===== src/common/aes_pkg.sv =====
// Shared AES-128 CTR types and constants; the S-box is computed in logic and suits 32-bit AHB-Lite only
package aes_pkg;

  typedef logic [31:0] word_t;

  // Word 0 sits in bits 127:96
  typedef logic [127:0] block_t;

  typedef enum logic [1:0] {
    ST_IDLE,
    ST_CIPHER,
    ST_WRITE,
    ST_DONE
  } aes_state_e;

  typedef enum logic [1:0] {
    WR_IDLE,
    WR_ADDR,
    WR_DATA,
    WR_ERR
  } wr_state_e;

  typedef struct packed {
    block_t key;
    block_t counter;
    block_t plaintext;
    word_t  dest;
  } job_t;

  typedef struct packed {
    logic  busy;
    logic  done_pulse;
    logic  bus_error;
    word_t next_counter;
  } status_t;

  // Slave register map
  localparam word_t REG_CTRL   = 32'h00;
  localparam word_t REG_STATUS = 32'h04;
  localparam word_t REG_KEY0   = 32'h08;
  localparam word_t REG_KEY1   = 32'h0C;
  localparam word_t REG_KEY2   = 32'h10;
  localparam word_t REG_KEY3   = 32'h14;
  localparam word_t REG_CTR0   = 32'h18;
  localparam word_t REG_CTR1   = 32'h1C;
  localparam word_t REG_CTR2   = 32'h20;
  localparam word_t REG_CTR3   = 32'h24;
  localparam word_t REG_DEST   = 32'h28;
  localparam word_t REG_PT0    = 32'h2C;
  localparam word_t REG_PT1    = 32'h30;
  localparam word_t REG_PT2    = 32'h34;
  localparam word_t REG_PT3    = 32'h38;

  localparam logic [1:0] HTRANS_IDLE   = 2'b00;
  localparam logic [1:0] HTRANS_NONSEQ = 2'b10;
  localparam logic [1:0] HTRANS_SEQ    = 2'b11;
  localparam logic [2:0] HBURST_INCR4  = 3'b011;
  localparam logic [2:0] HSIZE_WORD    = 3'b010;

  // Multiply by x in GF(2^8), reduction polynomial 0x11b
  function automatic logic [7:0] xtime(input logic [7:0] a);
    return {a[6:0], 1'b0} ^ (a[7] ? 8'h1b : 8'h00);
  endfunction

  function automatic logic [7:0] gf_mul(input logic [7:0] a, input logic [7:0] b);
    logic [7:0] acc;
    logic [7:0] sh;
    acc = 8'h00;
    sh  = a;
    for (int i = 0; i < 8; i++)
    begin
      if (b[i])
        acc = acc ^ sh;
      sh = xtime(sh);
    end
    return acc;
  endfunction

  // Inverse as b^254, then the affine map
  function automatic logic [7:0] sbox(input logic [7:0] b);
    logic [7:0] sq;
    logic [7:0] inv;
    sq  = b;
    inv = 8'h01;
    for (int i = 1; i < 8; i++)
    begin
      sq  = gf_mul(sq, sq);
      inv = gf_mul(inv, sq);
    end
    return inv ^ {inv[6:0], inv[7]} ^ {inv[5:0], inv[7:6]} ^ {inv[4:0], inv[7:5]}
               ^ {inv[3:0], inv[7:4]} ^ 8'h63;
  endfunction

endpackage


===== src/design/aes_ahb_master_writer.sv =====
// Write-only AHB-Lite master issuing one INCR4 word burst per request with no 1 KB boundary check
`timescale 1ns/1ps

module aes_ahb_master_writer (
  input  logic            tb_HCLK,
  input  logic            reset,
  input  logic            wr_valid,
  input  aes_pkg::block_t wr_data,
  input  aes_pkg::word_t  wr_addr,
  input  logic            master_hready,
  input  logic            master_hresp,
  output logic            wr_done,
  output logic            wr_error,
  output aes_pkg::word_t  master_haddr,
  output logic            master_hwrite,
  output logic [2:0]      master_hsize,
  output logic [2:0]      master_hburst,
  output logic [1:0]      master_htrans,
  output aes_pkg::word_t  master_hwdata
);
  import aes_pkg::*;

  wr_state_e  state_q;
  logic [1:0] beat_q;

  assign master_hwrite = 1'b1;
  assign master_hsize  = HSIZE_WORD;
  assign master_hburst = HBURST_INCR4;

  // Payload follows the address phase, word 0 first
  always_ff @(posedge tb_HCLK)
  begin
    if (state_q == WR_IDLE && wr_valid && !wr_done)
      master_haddr <= wr_addr;
    else if (state_q == WR_ADDR && master_hready && !master_hresp)
    begin
      master_hwdata <= wr_data[127 - 32 * beat_q -: 32];
      if (beat_q != 2'd3)
        master_haddr <= master_haddr + 32'd4;
    end
  end

  always_ff @(posedge tb_HCLK)
  begin
    if (reset)
    begin
      state_q       <= WR_IDLE;
      master_htrans <= HTRANS_IDLE;
      beat_q        <= 2'd0;
      wr_done       <= 1'b0;
      wr_error      <= 1'b0;
    end
    else
    begin
      wr_done  <= 1'b0;
      wr_error <= 1'b0;
      case (state_q)
        WR_IDLE:
        begin
          // wr_valid is still up in the cycle after wr_done
          if (wr_valid && !wr_done)
          begin
            master_htrans <= HTRANS_NONSEQ;
            beat_q        <= 2'd0;
            state_q       <= WR_ADDR;
          end
        end
        WR_ADDR:
        begin
          if (master_hresp)
          begin
            master_htrans <= HTRANS_IDLE;
            state_q       <= WR_ERR;
          end
          else if (master_hready)
          begin
            if (beat_q == 2'd3)
            begin
              master_htrans <= HTRANS_IDLE;
              state_q       <= WR_DATA;
            end
            else
            begin
              master_htrans <= HTRANS_SEQ;
              beat_q        <= beat_q + 2'd1;
            end
          end
        end
        WR_DATA:
        begin
          if (master_hresp)
            state_q <= WR_ERR;
          else if (master_hready)
          begin
            wr_done <= 1'b1;
            state_q <= WR_IDLE;
          end
        end
        default:
        begin
          // Wait out the second ERROR cycle
          if (master_hready)
          begin
            wr_done  <= 1'b1;
            wr_error <= 1'b1;
            state_q  <= WR_IDLE;
          end
        end
      endcase
    end
  end

  a_hold_on_stall: assert property (@(posedge tb_HCLK) disable iff (reset)
    (master_htrans != HTRANS_IDLE && !master_hready && !master_hresp)
    |=> $stable(master_haddr) && $stable(master_htrans));

endmodule


===== config.mk =====
export PLATFORM = sky130hd
export DESIGN_NAME = aes_ahb_master_writer
export DESIGN_NICKNAME = d
export VERILOG_FILES = /design/src/common/aes_pkg.sv /design/src/design/aes_ahb_master_writer.sv
export SDC_FILE = /design/constraint.sdc
export NUM_CORES = 1
export LEC_CHECK = 0
export BUFFER_PORTS_ARGS = -buffer_cell sky130_fd_sc_hd__buf_2
export CELL_PAD_IN_SITES_DETAIL_PLACEMENT = 0
export CELL_PAD_IN_SITES_GLOBAL_PLACEMENT = 1
export CORE_MARGIN = 3
export CORE_UTILIZATION = 33
export DETAILED_ROUTE_END_ITERATION = 10
export HOLD_SLACK_MARGIN = 0.12
export PLACE_DENSITY = 0.91
export SLEW_MARGIN = 40
export SYNTH_ARGS = -nofsm -noshare
export SYNTH_HDL_FRONTEND = slang
export SYNTH_SLANG_ARGS = --single-unit

===== constraint.sdc =====
create_clock -name tb_HCLK -period 3.8 [get_ports tb_HCLK]
set_input_delay 0.19 -clock tb_HCLK [delete_from_list [all_inputs] [get_ports tb_HCLK]]
set_output_delay 0.19 -clock tb_HCLK [all_outputs]
set_load 0.01 [all_outputs]

==> flow_metrics.tcl <==
set metrics [dict create \
    yosysMostFrequentCell "edfxtp_1" \
    fp.dieH_um 117 \
    seq_area_um2 2080 \
    chipWidth_um 117 \
    drv_cap 0 \
    start_util 0.347 \
    fin_tns_setup_ps 0 \
    clock_sinks 72 \
    crit_slowest_cell "nor2_4" \
    crit_fanout 50 \
    grt_overflow 0 \
    clock_path_buffers 2 \
    drtAntennaViolNets 0 \
    fin_nets 722 \
    cp_data_arrival_time_ps 2400 \
    dp_hpwl_um 9870 \
    core-area_um2 11800 \
    first_pass_iters 4 \
    p_leak_nw 2.35 \
    cts.root.buffer_cell "clkbuf_16" \
    worstPathRequired_ps 3840 \
    cts_setup_buffers 0 \
    cts_buffers 9 \
    remaining_drc_errors 0 \
    drive_gt1_frac 0.529 \
    setup_viol_count_final 0 \
    drv_slew 0 \
    ys_ff_latch 72 \
    ys.flop_type "edfxtp_1" \
    multi_input_area_um2 1880 \
    io_pins 240 \
    p_per_area_nw_per_um2 574 \
    grt_pass1_wl_um 18400 \
    vias 3560 \
    grt_start_max_net_pins 51 \
    path_clk_slew_ps 60 \
    fillers 1102 \
    min_period_over_period 0.622 \
    cp-end-kind "flop" \
    row_count 39 \
    area_growth_pct 39.7 \
    ir_drop_mv 0.207 \
    hold_viol_final 0 \
    status "finished clean" \
    post-route-min-period_ps 2360 \
    drtIter0Drc 301 \
    crit_type "reg2reg" \
    cts_tree "yes" \
    synth_warnings 0 \
    crit_path_start_kind "flop" \
    grt_use_total 0.178 \
    detail_route.wl_per_cell_um 17.0 \
    synthTopCellsByArea "edfxtp_1 (47%), mux4_2 (18%), xor2_1 (4.3%)" \
    finalWirelength_um 12300 \
    grt_pass1_vias 3651 \
    clk_latency_ps 330 \
    ys_seq_area_frac 0.510 \
    fmax_ghz 0.423 \
    pre_cts_ws_ps 1410 \
    synth_commonest_cells "edfxtp_1 (64), nand2_1 (34), mux4_2 (32)" \
    tightest_slew_ps 762 \
    slew_headroom 0.491 \
    fin_cells 723 \
    final.setup_skew_ps 4.75 \
    synth_top_area_frac 0.471 \
    synthCells 319 \
    synth.distinct_cells 42 \
    dp.cells 702 \
    whs_ps 139 \
    worstPathCellList "inv_1, ha_1, nand3_1, buf_4, inv_2, nor2_4, buf_16" \
    hp-class "in2reg" \
    ys_async_sr_fraction 0 \
    place_congestion 0.917 \
    rsz0062_at_grt "no" \
    synth_edf_count 64 \
    antenna_found_initial 1 \
    netlist_area_um2 4080 \
    setup_slack_ps 1440 \
    yosysTopAreaCell "edfxtp_1" \
    htreeDepth 3 \
    slowest_delay_ps 470 \
    die_area_um2 13700 \
    syn_area_per_cell_um2 12.8 \
    avgViaCountPerCell 4.92 \
    io_buffers 232 \
]
## per-stage QoR
| step | power (W) | util | area (µm²) |
|---|---|---|---|
| 5_1_grt | 0.00349 | 0.484 | 5700 |
| 4_1_cts | 0.00330 | 0.484 | 5690 |
| 3_5_place_dp | 0.00255 | 0.461 | 5420 |
| 6_report | 0.00327 | 0.485 | 5700 |
| 2_1_floorplan | 0.00210 | - | 4100 |
| 3_3_place_gp | 0.00250 | 0.458 | 5390 |
## path summary, 6_finish.rpt
kind | startpoint | endpoint | slack [ps] | cells after the start
worst max register to register | state_q[0] | master_hwdata[10] | 1440 | 7
worst max-delay path | state_q[0] | master_hwdata[10] | 1440 | 7
worst min register to register | master_htrans[1] | master_htrans[1] | 460 | 2
worst min-delay path | wr_addr[14] | master_haddr[14] | 140 | 3
## worst max-delay path: cells and delay by family (launching register included)
kind / cells / cell delay [ps]
buffers and inverters: 4 / 850
adders and majority gates: 1 / 250
DFF: 1 / 370
and+or+nand+nor: 2 / 570
## registers in the layout, indices dropped and copies added (netlist names)
signal / cells
master_haddr: 32
master_hwdata: 32
beat_q: 2
master_htrans: 2
state_q: 2
wr_done: 1
wr_error: 1
## power by group
| group | leakage [nW] | total, W | internal (W) | switching, W |
|---|---|---|---|---|
| Clock | 0.129 | 0.000742 | 0.000431 | 0.000311 |
| Combinational | 1.56 | 0.00112 | 0.000496 | 0.000623 |
| Sequential | 0.664 | 0.00141 | 0.00118 | 0.000226 |
## metal layers
layer | GRT usage | routed length (µm) | vias up
met5 | 0 | 0 | -
met4 | 0.0940 | 353 | 0
met1 | 0.206 | 4470 | 1685
met3 | 0.0530 | 1210 | 23
met2 | 0.296 | 6260 | 185
li1 | - | - | 1667
## cell families after synthesis
group | count (synthesis) | share of synthesized area
simple gates | 104 | 0.136
other cells | 2 | 0.00184
mux | 34 | 0.182
buf+inv | 30 | 0.0356
compound gates | 44 | 0.0586
fa+ha+maj | 6 | 0.0184
flops | 72 | 0.510
xor+xnor | 27 | 0.0579
## placed cells by master, fill, tap and decap left out, types with 3 or more instances in the layout
cell type | synthesis | routed
xor2_1 | 20 | 20
a21oi_1 | 9 | 9
nand4_1 | 11 | 11
o21ai_1 | 17 | 17
clkinv_2 | 0 | 3
ha_1 | 6 | 6
edfxtp_1 | 64 | 64
clkbuf_16 | 0 | 9
o21ai_0 | 10 | 9
and2_1 | 5 | 5
inv_1 | 6 | 6
nor2_1 | 20 | 19
and3_1 | 4 | 4
dfxtp_1 | 8 | 7
clkinv_1 | 0 | 3
diode_2 | 0 | 3
mux4_2 | 32 | 32
buf_4 | 7 | 4
xnor2_1 | 7 | 7
nand2_1 | 34 | 34
nand3_1 | 12 | 12
buf_2 | 5 | 232
conb_1 | 2 | 7
nor3_1 | 3 | 3
## layout make-up
cell class                      instances  share of cell area
Antenna cell                            3             0.00132
Clock buffer                           10              0.0402
Clock inverter                          6             0.00461
Inverter                                7             0.00461
Multi-Input combinational cell        222               0.331
Sequential cell                        72               0.365
Tap cell                              164              0.0360
Timing Repair Buffer                  239               0.217
## timing repair
item | CTS | global route
gates resized for setup | 0 | 0
endpoints found under the hold margin | 7 | 0
hold buffers | 2 | 0
Power figures use the tool's default switching activity.
