[config.mk]
export PLATFORM = sky130hd
export DESIGN_NAME = aes_ctr_ctrl
export DESIGN_NICKNAME = d
export VERILOG_FILES = /design/src/common/aes_pkg.sv /design/src/design/aes_ctr_ctrl.sv
export SDC_FILE = /design/constraint.sdc
export NUM_CORES = 1
export LEC_CHECK = 0
export ABC_CLOCK_PERIOD_IN_PS = 31800
export BUFFER_PORTS_ARGS = -buffer_cell sky130_fd_sc_hd__buf_2
export CORE_AREA = 3 3 386 388
export CTS_CLUSTER_SIZE = 12
export DETAILED_ROUTE_END_ITERATION = 8
export DIE_AREA = 0 0 389 391
export PLACE_DENSITY = 0.32
export SYNTH_ARGS = -nofsm -noshare
export SYNTH_HDL_FRONTEND = slang
export SYNTH_SLANG_ARGS = --single-unit
[constraint.sdc]
create_clock -name tb_HCLK -period 31.8 [get_ports tb_HCLK]
set_input_delay 9.54 -clock tb_HCLK [delete_from_list [all_inputs] [get_ports tb_HCLK]]
set_output_delay 9.54 -clock tb_HCLK [all_outputs]
set_load 0.02 [all_outputs]
[src/common/aes_pkg.sv]
// Shared AES-128 CTR types and constants; the S-box is computed in logic and suits 32-bit AHB-Lite only
package aes_pkg;

  typedef logic [31:0] word_t;

  // Word 0 sits in bits 127:96
  typedef logic [127:0] block_t;

  typedef enum logic [1:0] {
    ST_IDLE,
    ST_CIPHER,
    ST_WRITE,
    ST_DONE
  } aes_state_e;

  typedef enum logic [1:0] {
    WR_IDLE,
    WR_ADDR,
    WR_DATA,
    WR_ERR
  } wr_state_e;

  typedef struct packed {
    block_t key;
    block_t counter;
    block_t plaintext;
    word_t  dest;
  } job_t;

  typedef struct packed {
    logic  busy;
    logic  done_pulse;
    logic  bus_error;
    word_t next_counter;
  } status_t;

  // Slave register map
  localparam word_t REG_CTRL   = 32'h00;
  localparam word_t REG_STATUS = 32'h04;
  localparam word_t REG_KEY0   = 32'h08;
  localparam word_t REG_KEY1   = 32'h0C;
  localparam word_t REG_KEY2   = 32'h10;
  localparam word_t REG_KEY3   = 32'h14;
  localparam word_t REG_CTR0   = 32'h18;
  localparam word_t REG_CTR1   = 32'h1C;
  localparam word_t REG_CTR2   = 32'h20;
  localparam word_t REG_CTR3   = 32'h24;
  localparam word_t REG_DEST   = 32'h28;
  localparam word_t REG_PT0    = 32'h2C;
  localparam word_t REG_PT1    = 32'h30;
  localparam word_t REG_PT2    = 32'h34;
  localparam word_t REG_PT3    = 32'h38;

  localparam logic [1:0] HTRANS_IDLE   = 2'b00;
  localparam logic [1:0] HTRANS_NONSEQ = 2'b10;
  localparam logic [1:0] HTRANS_SEQ    = 2'b11;
  localparam logic [2:0] HBURST_INCR4  = 3'b011;
  localparam logic [2:0] HSIZE_WORD    = 3'b010;

  // Multiply by x in GF(2^8), reduction polynomial 0x11b
  function automatic logic [7:0] xtime(input logic [7:0] a);
    return {a[6:0], 1'b0} ^ (a[7] ? 8'h1b : 8'h00);
  endfunction

  function automatic logic [7:0] gf_mul(input logic [7:0] a, input logic [7:0] b);
    logic [7:0] acc;
    logic [7:0] sh;
    acc = 8'h00;
    sh  = a;
    for (int i = 0; i < 8; i++)
    begin
      if (b[i])
        acc = acc ^ sh;
      sh = xtime(sh);
    end
    return acc;
  endfunction

  // Inverse as b^254, then the affine map
  function automatic logic [7:0] sbox(input logic [7:0] b);
    logic [7:0] sq;
    logic [7:0] inv;
    sq  = b;
    inv = 8'h01;
    for (int i = 1; i < 8; i++)
    begin
      sq  = gf_mul(sq, sq);
      inv = gf_mul(inv, sq);
    end
    return inv ^ {inv[6:0], inv[7]} ^ {inv[5:0], inv[7:6]} ^ {inv[4:0], inv[7:5]}
               ^ {inv[3:0], inv[7:4]} ^ 8'h63;
  endfunction

endpackage

[src/design/aes_ctr_ctrl.sv]
// One CTR block per start with no queueing, and the counter advances in its low 32 bits only
`timescale 1ns/1ps

module aes_ctr_ctrl #(
  parameter int ROUNDS = 10
) (
  input  logic             tb_HCLK,
  input  logic             reset,
  input  aes_pkg::job_t    job,
  input  logic             start,
  input  logic             core_done,
  input  aes_pkg::block_t  core_result,
  input  logic             wr_done,
  input  logic             wr_error,
  output aes_pkg::status_t status,
  output logic             core_start,
  output aes_pkg::block_t  core_key,
  output aes_pkg::block_t  core_block,
  output logic             wr_valid,
  output aes_pkg::block_t  wr_data,
  output aes_pkg::word_t   wr_addr
);
  import aes_pkg::*;

  localparam int CW = $clog2(ROUNDS + 2);

  aes_state_e state_q;
  job_t       job_q;
  logic       err_q;
  logic [CW-1:0] cyc_cnt;

  assign core_key   = job_q.key;
  assign core_block = job_q.counter;
  assign wr_addr    = job_q.dest;

  assign status = '{busy:         state_q != ST_IDLE,
                    done_pulse:   state_q == ST_DONE,
                    bus_error:    err_q,
                    next_counter: job_q.counter[31:0] + 32'd1};

  always_ff @(posedge tb_HCLK)
  begin
    if (state_q == ST_IDLE && start)
      job_q <= job;
    // Keystream XOR plaintext
    if (state_q == ST_CIPHER && core_done)
      wr_data <= core_result ^ job_q.plaintext;
  end

  always_ff @(posedge tb_HCLK)
  begin
    if (reset)
    begin
      state_q    <= ST_IDLE;
      core_start <= 1'b0;
      wr_valid   <= 1'b0;
      err_q      <= 1'b0;
      cyc_cnt    <= '0;
    end
    else
    begin
      core_start <= 1'b0;
      case (state_q)
        ST_IDLE:
        begin
          if (start)
          begin
            core_start <= 1'b1;
            cyc_cnt    <= '0;
            state_q    <= ST_CIPHER;
          end
        end
        ST_CIPHER:
        begin
          cyc_cnt <= cyc_cnt + 1'b1;
          if (core_done)
          begin
            wr_valid <= 1'b1;
            state_q  <= ST_WRITE;
          end
        end
        ST_WRITE:
        begin
          if (wr_done)
          begin
            wr_valid <= 1'b0;
            err_q    <= wr_error;
            state_q  <= ST_DONE;
          end
        end
        default:
          state_q <= ST_IDLE;
      endcase
    end
  end

  a_start_in_idle: assert property (@(posedge tb_HCLK) disable iff (reset)
    start |-> state_q == ST_IDLE);

  // Core latency as seen from the controller
  a_core_latency: assert property (@(posedge tb_HCLK) disable iff (reset)
    core_done |-> state_q == ST_CIPHER && cyc_cnt == CW'(ROUNDS + 1));

endmodule

==> results of run 1 <==
==> worst max-delay path: stages <==
cell and delay [ns]:
buf_2 0.08, inv_1 0.09, nor2_4 0.56, buf_4 0.50, buf_4 0.64, buf_4 0.73
buf_4 0.88
==> logic make-up after synthesis <==
logic type / Yosys count / share of synthesized area
multiplexers: 1 / 0.000488
flip-flops: 549 / 0.801
buffers and inverters: 296 / 0.107
XOR/XNOR: 158 / 0.0675
AO/OA/AOI/OAI: 5 / 0.00153
AND/OR/NAND/NOR: 63 / 0.0189
adder cells (fa/ha/maj): 5 / 0.00305
==> power by group through the flow <==
| stage | clock network (W) | registers, W | logic, W |
|---|---|---|---|
| after floorplan | 0 | 0.00123 | 0.000343 |
| after global placement | 0 | 0.00110 | 0.000528 |
| after detailed placement | 0 | 0.00110 | 0.000532 |
| after CTS | 0.000821 | 0.00109 | 0.000533 |
| after global routing | 0.000845 | 0.00110 | 0.000551 |
| final | 0.000778 | 0.00108 | 0.000515 |
==> cells in the mapped netlist (all sizes together) <==
cell type | count | area, sq um
and2 | 3 | 18.8
a221oi | 1 | 8.76
clkbuf | 1 | 3.75
nand3 | 19 | 95.1
xor2 | 135 | 1180
nand2 | 7 | 26.3
nor4 | 2 | 42.5
mux2i | 1 | 10.0
xnor2 | 23 | 201
a21oi | 2 | 10.0
o21ai | 1 | 5.00
nor2 | 8 | 30.0
or2 | 2 | 12.5
o21bai | 1 | 7.51
and3 | 5 | 32.5
dfxtp | 5 | 100
and4 | 1 | 8.76
nor3 | 4 | 31.3
inv | 6 | 22.5
buf | 289 | 2170
ha | 5 | 62.6
nand4 | 11 | 83.8
nor2b | 1 | 6.26
edfxtp | 544 | 16300
==> final cells by class <==
type / count / area [sq um]
inverter: 6 / 22.5
antenna: 16 / 40.0
clock buffer: 85 / 1830
sequential: 549 / 16400
fill: 15900 / 118000
timing repair buffer: 1014 / 5100
clock inverter: 39 / 395
multi-input combinational: 232 / 1890
tap: 1917 / 2400
==> per-stage QoR <==
step | std cells | total power (W)
2_1_floorplan | 1077 | 0.00157
3_3_place_gp | 3718 | 0.00162
3_5_place_dp | 3718 | 0.00163
4_1_cts | 3842 | 0.00244
5_1_grt | 3845 | 0.00250
6_report | 3858 | 0.00238
==> registers in the layout, indices dropped and copies added, names as in the netlist <==
name        cells
core_start      1
wr_addr        32
core_key      128
wr_valid        1
core_block    128
state_q         2
job_q         128
wr_data       128
err_q           1
==> layer usage <==
metal | global-route usage | vias to the layer above | wire length (um)
met4 | 0.0435 | 24 | 2760
li1 | - | 5248 | -
met3 | 0.0531 | 136 | 9260
met1 | 0.0990 | 5672 | 26900
met5 | 0 | - | 161
met2 | 0.164 | 617 | 38500
==> how the worst min path moves through the flow <==
stage               startpoint  cells after the start  slack (ns)  endpoint
floorplan                err_q                      2        0.43     err_q
CTS                      err_q                      2        0.47     err_q
detailed placement       err_q                      2        0.46     err_q
global placement         err_q                      2        0.46     err_q
finish                   err_q                      2        0.46     err_q
global route             err_q                      2        0.50     err_q
==> results.sh, run 1 <==
export IMPL_r2r_start="state_q[0]"
export IMPL_postSynthAreaPerCell_sq_um=19.0
export IMPL_p_sw_w=0.000753
export IMPL_vias_per_cell=3.03
export IMPL_grt_pass1_vias=12700
export IMPL_combPwrFrac=0.217
export IMPL_p_int_w=0.00162
export IMPL_seq_power_share=0.456
export IMPL_status="completed"
export IMPL_antenna_found_initial=43
export IMPL_gr_usage_all_layers=0.0974
export IMPL_path_class="in -> reg"
export IMPL_finalClockSkew_ns=0.0203
export IMPL_finalHoldViolCount=0
export IMPL_min_period_ns=13.01
export IMPL_relSlewSlack=0.298
export IMPL_ios=1003
export IMPL_worstSetupStartpoint="start"
export IMPL_grt_max_degree=80
export IMPL_peakVddDrop_v=0.0000384
export IMPL_dp_worst_setup_slack_ns=18.03
export IMPL_core_area_sq_mm=0.146
export IMPL_cts_root_buf="clkbuf_16"
export IMPL_cts_tree="yes"
export IMPL_p_per_area_mw_per_mm2=84.5
export IMPL_crit_fanout=79
export IMPL_fin_tns_setup_ns=0
export IMPL_reg2reg_to="core_block[102]"
export IMPL_fin_ws_ns=18.79
export IMPL_grt_pass1_wl_um=103000
export IMPL_worstMarginPinSlew_ns=1.05
export IMPL_synth_nets=1632
export IMPL_hp_class="reg -> reg"
export IMPL_rsz0062_at_grt="false"
export IMPL_wl_per_cell_um=20.1
export IMPL_fmax_mhz=76.8
export IMPL_die_h_um=391
export IMPL_crit_end="core_block[102]"
export IMPL_leakage_nw=11.1
export IMPL_reg2regPathDepth=8
export IMPL_die_x_um=389
export IMPL_fin_crit_sh=0.409
export IMPL_place_area_sq_mm=0.0258
export IMPL_crit_path_end_kind="flop"
export IMPL_ctsHtreeMaxLevel=3
export IMPL_cp_start_kind="primary input"
export IMPL_maxCapViolations=0
export IMPL_clockPowerShare=0.328
export IMPL_clk_pin_slew_worst_paths_ns=0.05
export IMPL_gr_total_overflow=0
export IMPL_remaining_drc_errors=0
export IMPL_io_buffers=1002
export IMPL_slew_violations=0
export IMPL_hold_buffers=0
export IMPL_layout_commonest_cell="buf_2"
export IMPL_drtIter0Drc=518
export IMPL_postRouteAntennaNets=0
export IMPL_dr_pass1_iters=4
export IMPL_design_area_sq_mm=0.0281
export IMPL_start_util=0.141
export IMPL_ys_ff_latch=549
export IMPL_critPathArrivalTime_ns=13.24
export IMPL_r2r_slack_ns=27.12
export IMPL_ctsResizeCount=0
export IMPL_place_gp_congestion=0.873
export IMPL_num_rows=140
export IMPL_clkLatencyLatePin_ns=0.62
export IMPL_netlist_instances=1077
export IMPL_mostFrequentLayoutCells="buf_2 (1,002), edfxtp_1 (544), xor2_1 (135)"
export IMPL_p_sw_frac=0.317
export IMPL_die_area_sq_mm=0.152
export IMPL_hpwl_um=63300
export IMPL_drive_above_1_share=0.582
export IMPL_setup_viol=0
export IMPL_yosysSeqAreaShare=0.801
export IMPL_vias=11700
export IMPL_yosysWarnings=0
export IMPL_hold_ws_ns=0.460
export IMPL_post_cts_repair_setup_buffers=0
export IMPL_cts_path_max_buffers=3
export IMPL_cts_buffers_inserted=69
export IMPL_cp_required_ns=32.03
export IMPL_areaGrowthSynthToFinish_pct=37.1
export IMPL_fin_util=0.193
export IMPL_cts_sinks=549
export IMPL_synthesis_area_sq_mm=0.0205
export IMPL_yosysUniqueCellTypes=27
export IMPL_wl_um=77700
export IMPL_final_nets=2427
Power figures use the tool's default switching activity.
==> run 2, diff against run 1 <==
==> config.mk (replaced) <==
export PLATFORM = sky130hd
export DESIGN_NAME = aes_ctr_ctrl
export DESIGN_NICKNAME = d
export VERILOG_FILES = /design/src/common/aes_pkg.sv /design/src/design/aes_ctr_ctrl.sv
export SDC_FILE = /design/constraint.sdc
export NUM_CORES = 1
export LEC_CHECK = 0
export ABC_CLOCK_PERIOD_IN_PS = 10800
export BUFFER_PORTS_ARGS = -buffer_cell sky130_fd_sc_hd__buf_2
export CORE_AREA = 3 3 392 394
export CTS_CLUSTER_SIZE = 12
export DETAILED_ROUTE_END_ITERATION = 8
export DIE_AREA = 0 0 395 397
export PLACE_DENSITY = 0.33
export SYNTH_ARGS = -nofsm -noshare
export SYNTH_HDL_FRONTEND = slang
export SYNTH_SLANG_ARGS = --single-unit
==> constraint.sdc (replaced) <==
create_clock -name tb_HCLK -period 10.8 [get_ports tb_HCLK]
set_input_delay 3.24 -clock tb_HCLK [delete_from_list [all_inputs] [get_ports tb_HCLK]]
set_output_delay 3.24 -clock tb_HCLK [all_outputs]
set_load 0.02 [all_outputs]
==> run 2 against run 1 <==
Sequential cell count did not move. Register-to-register slack worse by 19 ns. Power rose to 3.0 times the previous value. Combinational power increased to 3.0 times the previous value. Global-route usage increased by 0.069 points. Die area rose by 3.1%. Count of clock-buffer cells in the layout stayed put. First-iteration DRC count is 59% higher. Clock skew is essentially flat. Critical endpoint is now status[14]. Largest cell class unchanged. Largest power group unchanged.
==> results.sh, run 2 (synthesis results as in run 1) <==
export IMPL_status="completed"
export IMPL_finalClockSkew_ns=0.0199
export IMPL_critPathArrivalTime_ns=2.59
export IMPL_post_cts_repair_setup_buffers=0
export IMPL_hp_class="reg -> reg"
export IMPL_cts_sinks=549
export IMPL_worstMarginPinSlew_ns=0.964
export IMPL_hold_ws_ns=0.459
export IMPL_crit_fanout=10
export IMPL_maxCapViolations=0
export IMPL_finalHoldViolCount=0
export IMPL_die_x_um=395
export IMPL_path_class="reg -> out"
export IMPL_grt_pass1_wl_um=106000
export IMPL_vias=11900
export IMPL_layout_commonest_cell="buf_2"
export IMPL_nFillCells=16300
export IMPL_remaining_drc_errors=0
export IMPL_gr_total_overflow=0
export IMPL_ios=1003
export IMPL_clk_pin_slew_worst_paths_ns=0.06
export IMPL_start_util=0.137
export IMPL_ctsResizeCount=0
export IMPL_hold_buffers=0
export IMPL_cts_tree="yes"
export IMPL_critPathTopFamily="simple AND/OR/NAND/NOR gates"
export IMPL_crit_path_end_kind="primary output"
export IMPL_fin_tns_setup_ns=0
export IMPL_cts_root_buf="clkbuf_16"
export IMPL_cp_required_ns=7.56
export IMPL_cp_num_buf_inv=1
export IMPL_fin_util=0.188
export IMPL_min_period_ns=5.83
export IMPL_postRouteAntennaNets=0
export IMPL_die_area_sq_mm=0.157
export IMPL_path_cells="ha_1, nand3_1, nor3_4, and3_1, xor2_1, buf_2"
export IMPL_cp_start_kind="flop"
export IMPL_peakVddDrop_v=0.000121
export IMPL_cts_path_max_buffers=3
export IMPL_antenna_found_initial=51
export IMPL_final_nets=2423
export IMPL_critical_path_slowest_cell="nor3_4"
export IMPL_hpwl_um=64800
export IMPL_ctsHtreeMaxLevel=3
export IMPL_mostFrequentLayoutCells="buf_2 (1,002), edfxtp_1 (544), xor2_1 (134)"
export IMPL_rsz0062_at_grt="false"
export IMPL_grt_max_degree=140
export IMPL_setup_viol=0
export IMPL_cts_buffers_inserted=70
export IMPL_vias_per_cell=3.01
export IMPL_areaGrowthSynthToFinish_pct=37.9
export IMPL_place_gp_congestion=0.908
export IMPL_die_h_um=397
export IMPL_dr_pass1_iters=5
export IMPL_fmax_mhz=172
export IMPL_leakage_nw=11.1
export IMPL_clkLatencyLatePin_ns=0.64
export IMPL_wl_per_cell_um=20.4
export IMPL_slew_violations=0
export IMPL_wl_um=80800
export IMPL_slowest_delay_ns=0.45
export IMPL_gr_usage_all_layers=0.0981
export IMPL_io_buffers=1002
export IMPL_grt_pass1_vias=12600
export IMPL_p_per_area_mw_per_mm2=249
export IMPL_relSlewSlack=0.357
export IMPL_drive_above_1_share=0.581
export IMPL_num_rows=142
export IMPL_fin_crit_sh=0.540
export IMPL_core_area_sq_mm=0.150
export IMPL_drtIter0Drc=825
## run 2: cell types whose count changed in the layout (fill, tap and decap cells not counted), sizes merged
| cell | change |
|---|---|
| inv | +4 |
| bufinv | -1 |
| buf | -5 |
| diode | -3 |
| clkinv | +2 |
## run 2: per-stage QoR
step	cell area (sq um)	cells	total power, W	setup WS (ns)
floorplan	20500	1077	0.00440	0.935
global placement	26000	3812	0.00480	5.28
detailed placement	26000	3812	0.00481	5.15
CTS	28200	3941	0.00723	4.86
global route	28200	3943	0.00739	4.68
finish	28300	3954	0.00705	4.97
## run 2: per-layer routing
metal  part of all wire  track usage
met1               0.36        0.104
met2               0.48        0.161
met4              0.037       0.0389
met3               0.12       0.0549
met5             0.0028            0
## run 2: final cells by class
| class | count | area (sq um) | share of cell area |
|---|---|---|---|
| Tap cell | 2016 | 2520 | 0.0892 |
| Sequential cell | 549 | 16400 | 0.581 |
| Timing Repair Buffer | 1009 | 5100 | 0.181 |
| Inverter | 6 | 22.5 | 0.000797 |
| Multi-Input combinational cell | 232 | 1890 | 0.0670 |
| Clock inverter | 44 | 430 | 0.0152 |
| Antenna cell | 13 | 32.5 | 0.00115 |
| Clock buffer | 85 | 1830 | 0.0647 |
## run 2: worst reg2reg max path, stage by stage (launching register included)
cell and delay (ns):
dfxtp_1 0.34, inv_1 0.09, ha_1 0.20, inv_1 0.11, nor2_4 0.50, buf_12 0.52, buf_4 0.88
## run 2: final timing paths
check,start,to,slack (ns),depth (start not counted)
worst min register to register,err_q,err_q,0.46,2
worst max register to register,state_q[0],core_key[33],7.79,6
worst min-delay path,err_q,err_q,0.46,2
worst max-delay path,core_block[0],status[14],4.97,6
## run 2: report_power, final
group	switching, W	leakage [nW]	total (W)	internal, W
sequential	0.000193	5.18	0.00320	0.00300
combinational	0.00111	4.84	0.00152	0.000407
clock	0.000968	1.10	0.00233	0.00136
==> run 3, diff against run 2 <==
--- a/config.mk
+++ b/config.mk
@@ -5,7 +5,7 @@
 export SDC_FILE = /design/constraint.sdc
 export NUM_CORES = 1
 export LEC_CHECK = 0
-export ABC_CLOCK_PERIOD_IN_PS = 10800
+export ABC_CLOCK_PERIOD_IN_PS = 4840
 export BUFFER_PORTS_ARGS = -buffer_cell sky130_fd_sc_hd__buf_2
 export CORE_AREA = 3 3 392 394
 export CTS_CLUSTER_SIZE = 12
==> constraint.sdc (replaced) <==
create_clock -name tb_HCLK -period 4.84 [get_ports tb_HCLK]
set_input_delay 1.452 -clock tb_HCLK [delete_from_list [all_inputs] [get_ports tb_HCLK]]
set_output_delay 1.452 -clock tb_HCLK [all_outputs]
set_load 0.02 [all_outputs]
==> run 3 against run 2 <==
Global-route usage is 0.33 points higher. Utilization up 0.11 points. Via count barely moved. Sequential cell count unchanged. Cell count grew 0.23%. Critical path depth is 1 lower. Non-clock buffer count increased by 8. First-iteration DRC count decreased by 17%.
==> results.sh, run 3 (synthesis results as in run 1) <==
export IMPL_gr_total_overflow=0
export IMPL_r2r_slack_ns=2.69
export IMPL_design_area_sq_mm=0.0284
export IMPL_num_rows=142
export IMPL_io_buffers=1002
export IMPL_finalClockSkew_ns=0.0305
export IMPL_min_period_ns=4.15
export IMPL_areaGrowthSynthToFinish_pct=38.7
export IMPL_cts_tree="yes"
export IMPL_core_area_sq_mm=0.150
export IMPL_grt_use_met3=0.0482
export IMPL_remaining_drc_errors=0
export IMPL_grt_max_degree=117
export IMPL_worstMarginPinSlew_ns=0.812
export IMPL_slowest_delay_ns=0.67
export IMPL_critical_path_slowest_cell="nor4_4"
export IMPL_cts_buffers_inserted=72
export IMPL_gr_usage_all_layers=0.101
export IMPL_post_cts_repair_setup_buffers=0
export IMPL_dr_pass1_iters=5
export IMPL_fin_crit_sh=0.858
export IMPL_clkLatencyLatePin_ns=0.65
export IMPL_relSlewSlack=0.459
export IMPL_drive_above_1_share=0.584
export IMPL_cp_required_ns=3.39
export IMPL_hold_ws_ns=0.466
export IMPL_mostFrequentLayoutCells="buf_2 (1,002), edfxtp_1 (544), xor2_1 (135)"
export IMPL_grt_pass1_wl_um=109000
export IMPL_clk_pin_slew_worst_paths_ns=0.06
export IMPL_start_util=0.137
export IMPL_leakage_nw=11.2
export IMPL_ff_latch_area_sq_mm=0.0164
export IMPL_vias=11900
export IMPL_antenna_found_initial=34
export IMPL_path_class="reg -> out"
export IMPL_place_area_sq_mm=0.0261
export IMPL_hp_class="reg -> reg"
export IMPL_critPathTopFamily="simple AND/OR/NAND/NOR gates"
export IMPL_postRouteAntennaNets=0
export IMPL_ctsHtreeMaxLevel=3
export IMPL_cts_root_buf="clkbuf_16"
export IMPL_setup_viol=0
export IMPL_place_gp_congestion=0.915
export IMPL_peakVddDrop_v=0.000311
export IMPL_grtUsageMet1=0.111
export IMPL_vias_per_cell=3.00
export IMPL_finalHoldViolCount=0
export IMPL_hold_buffers=0
export IMPL_cts_path_max_buffers=3
export IMPL_cp_start_kind="flop"
export IMPL_grt_pass1_vias=12700
export IMPL_crit_fanout=10
export IMPL_wl_um=83000
export IMPL_path_cells="nand4_4, nor4_4, nand4_1, xnor2_1, buf_2"
export IMPL_crit_path_end_kind="primary output"
export IMPL_critPathArrivalTime_ns=2.70
export IMPL_cp_num_buf_inv=1
export IMPL_busiest_layer="met2"
export IMPL_drtIter0Drc=684
export IMPL_ctsResizeCount=0
export IMPL_hpwl_um=67600
export IMPL_status="completed"
export IMPL_die_h_um=397
export IMPL_die_area_sq_mm=0.157
export IMPL_die_x_um=395
export IMPL_p_per_area_mw_per_mm2=561
export IMPL_rsz0062_at_grt="false"
export IMPL_final_nets=2433
export IMPL_maxCapViolations=0
export IMPL_multi_input_area_sq_mm=0.00189
export IMPL_use_met2=0.169
export IMPL_slew_violations=0
export IMPL_cts_sinks=549
export IMPL_wl_per_cell_um=20.9
export IMPL_nFillCells=16300
export IMPL_ios=1003
export IMPL_fmax_mhz=241
export IMPL_layout_commonest_cell="buf_2"
==> run 3: cell count changes in the layout (fill, tap and decap cells not counted), sizes merged <==
cell	previous run	this run
diode	13	15
bufinv	6	8
clkinv	28	27
clkinvlp	3	1
inv	13	11
clkbuf	85	87
buf	1009	1017
==> run 3: tightest hold or removal path: cells and delay by family, from the launching register on <==
family,cells,cell delay (ns)
flops,1,0.31
compound gates,1,0.06
simple gates,1,0.05
==> run 3: metal layers <==
layer,vias to the layer above,share of wire,routed length (um)
li1,5263,-,-
met1,5839,0.37,30700
met2,625,0.50,41100
met3,142,0.11,8750
met4,26,0.026,2170
met5,-,0.0021,172
==> run 3: report_power, final <==
| group | total [W] | internal, W | switching (W) |
|---|---|---|---|
| sequential | 0.00714 | 0.00669 | 0.000451 |
| combinational | 0.00347 | 0.000942 | 0.00253 |
| clock | 0.00535 | 0.00319 | 0.00217 |
| total | 0.0160 | 0.0108 | 0.00514 |
==> run 3: stage by stage <==
step | TNS (ns) | cells | setup slack, ns | power (W) | util
after floorplan | -1326.96 | 1077 | -3.19 | 0.00980 | -
after global placement | 0 | 3820 | 1.45 | 0.0108 | 0.174
after detailed placement | 0 | 3820 | 1.38 | 0.0108 | 0.174
after CTS | 0 | 3948 | 0.613 | 0.0164 | 0.189
after global routing | 0 | 3951 | 0.502 | 0.0168 | 0.189
final | 0 | 3963 | 0.689 | 0.0160 | 0.189
==> run 3: path summary, 6_finish.rpt <==
check             cells past startpoint    endpoint     startpoint
setup / recovery                      5  status[31]  core_block[2]
hold / removal                        2       err_q          err_q
setup reg to reg                      6   job_q[96]     state_q[1]
hold reg to reg                       2       err_q          err_q
==> run 3: final cells by class <==
type | count | share of cell area
Sequential cell | 549 | 0.578
Timing Repair Buffer | 1017 | 0.182
Tap cell | 2016 | 0.0887
Multi-Input combinational cell | 232 | 0.0663
Clock buffer | 87 | 0.0653
Clock inverter | 41 | 0.0169
Antenna cell | 15 | 0.00132
Inverter | 6 | 0.00123
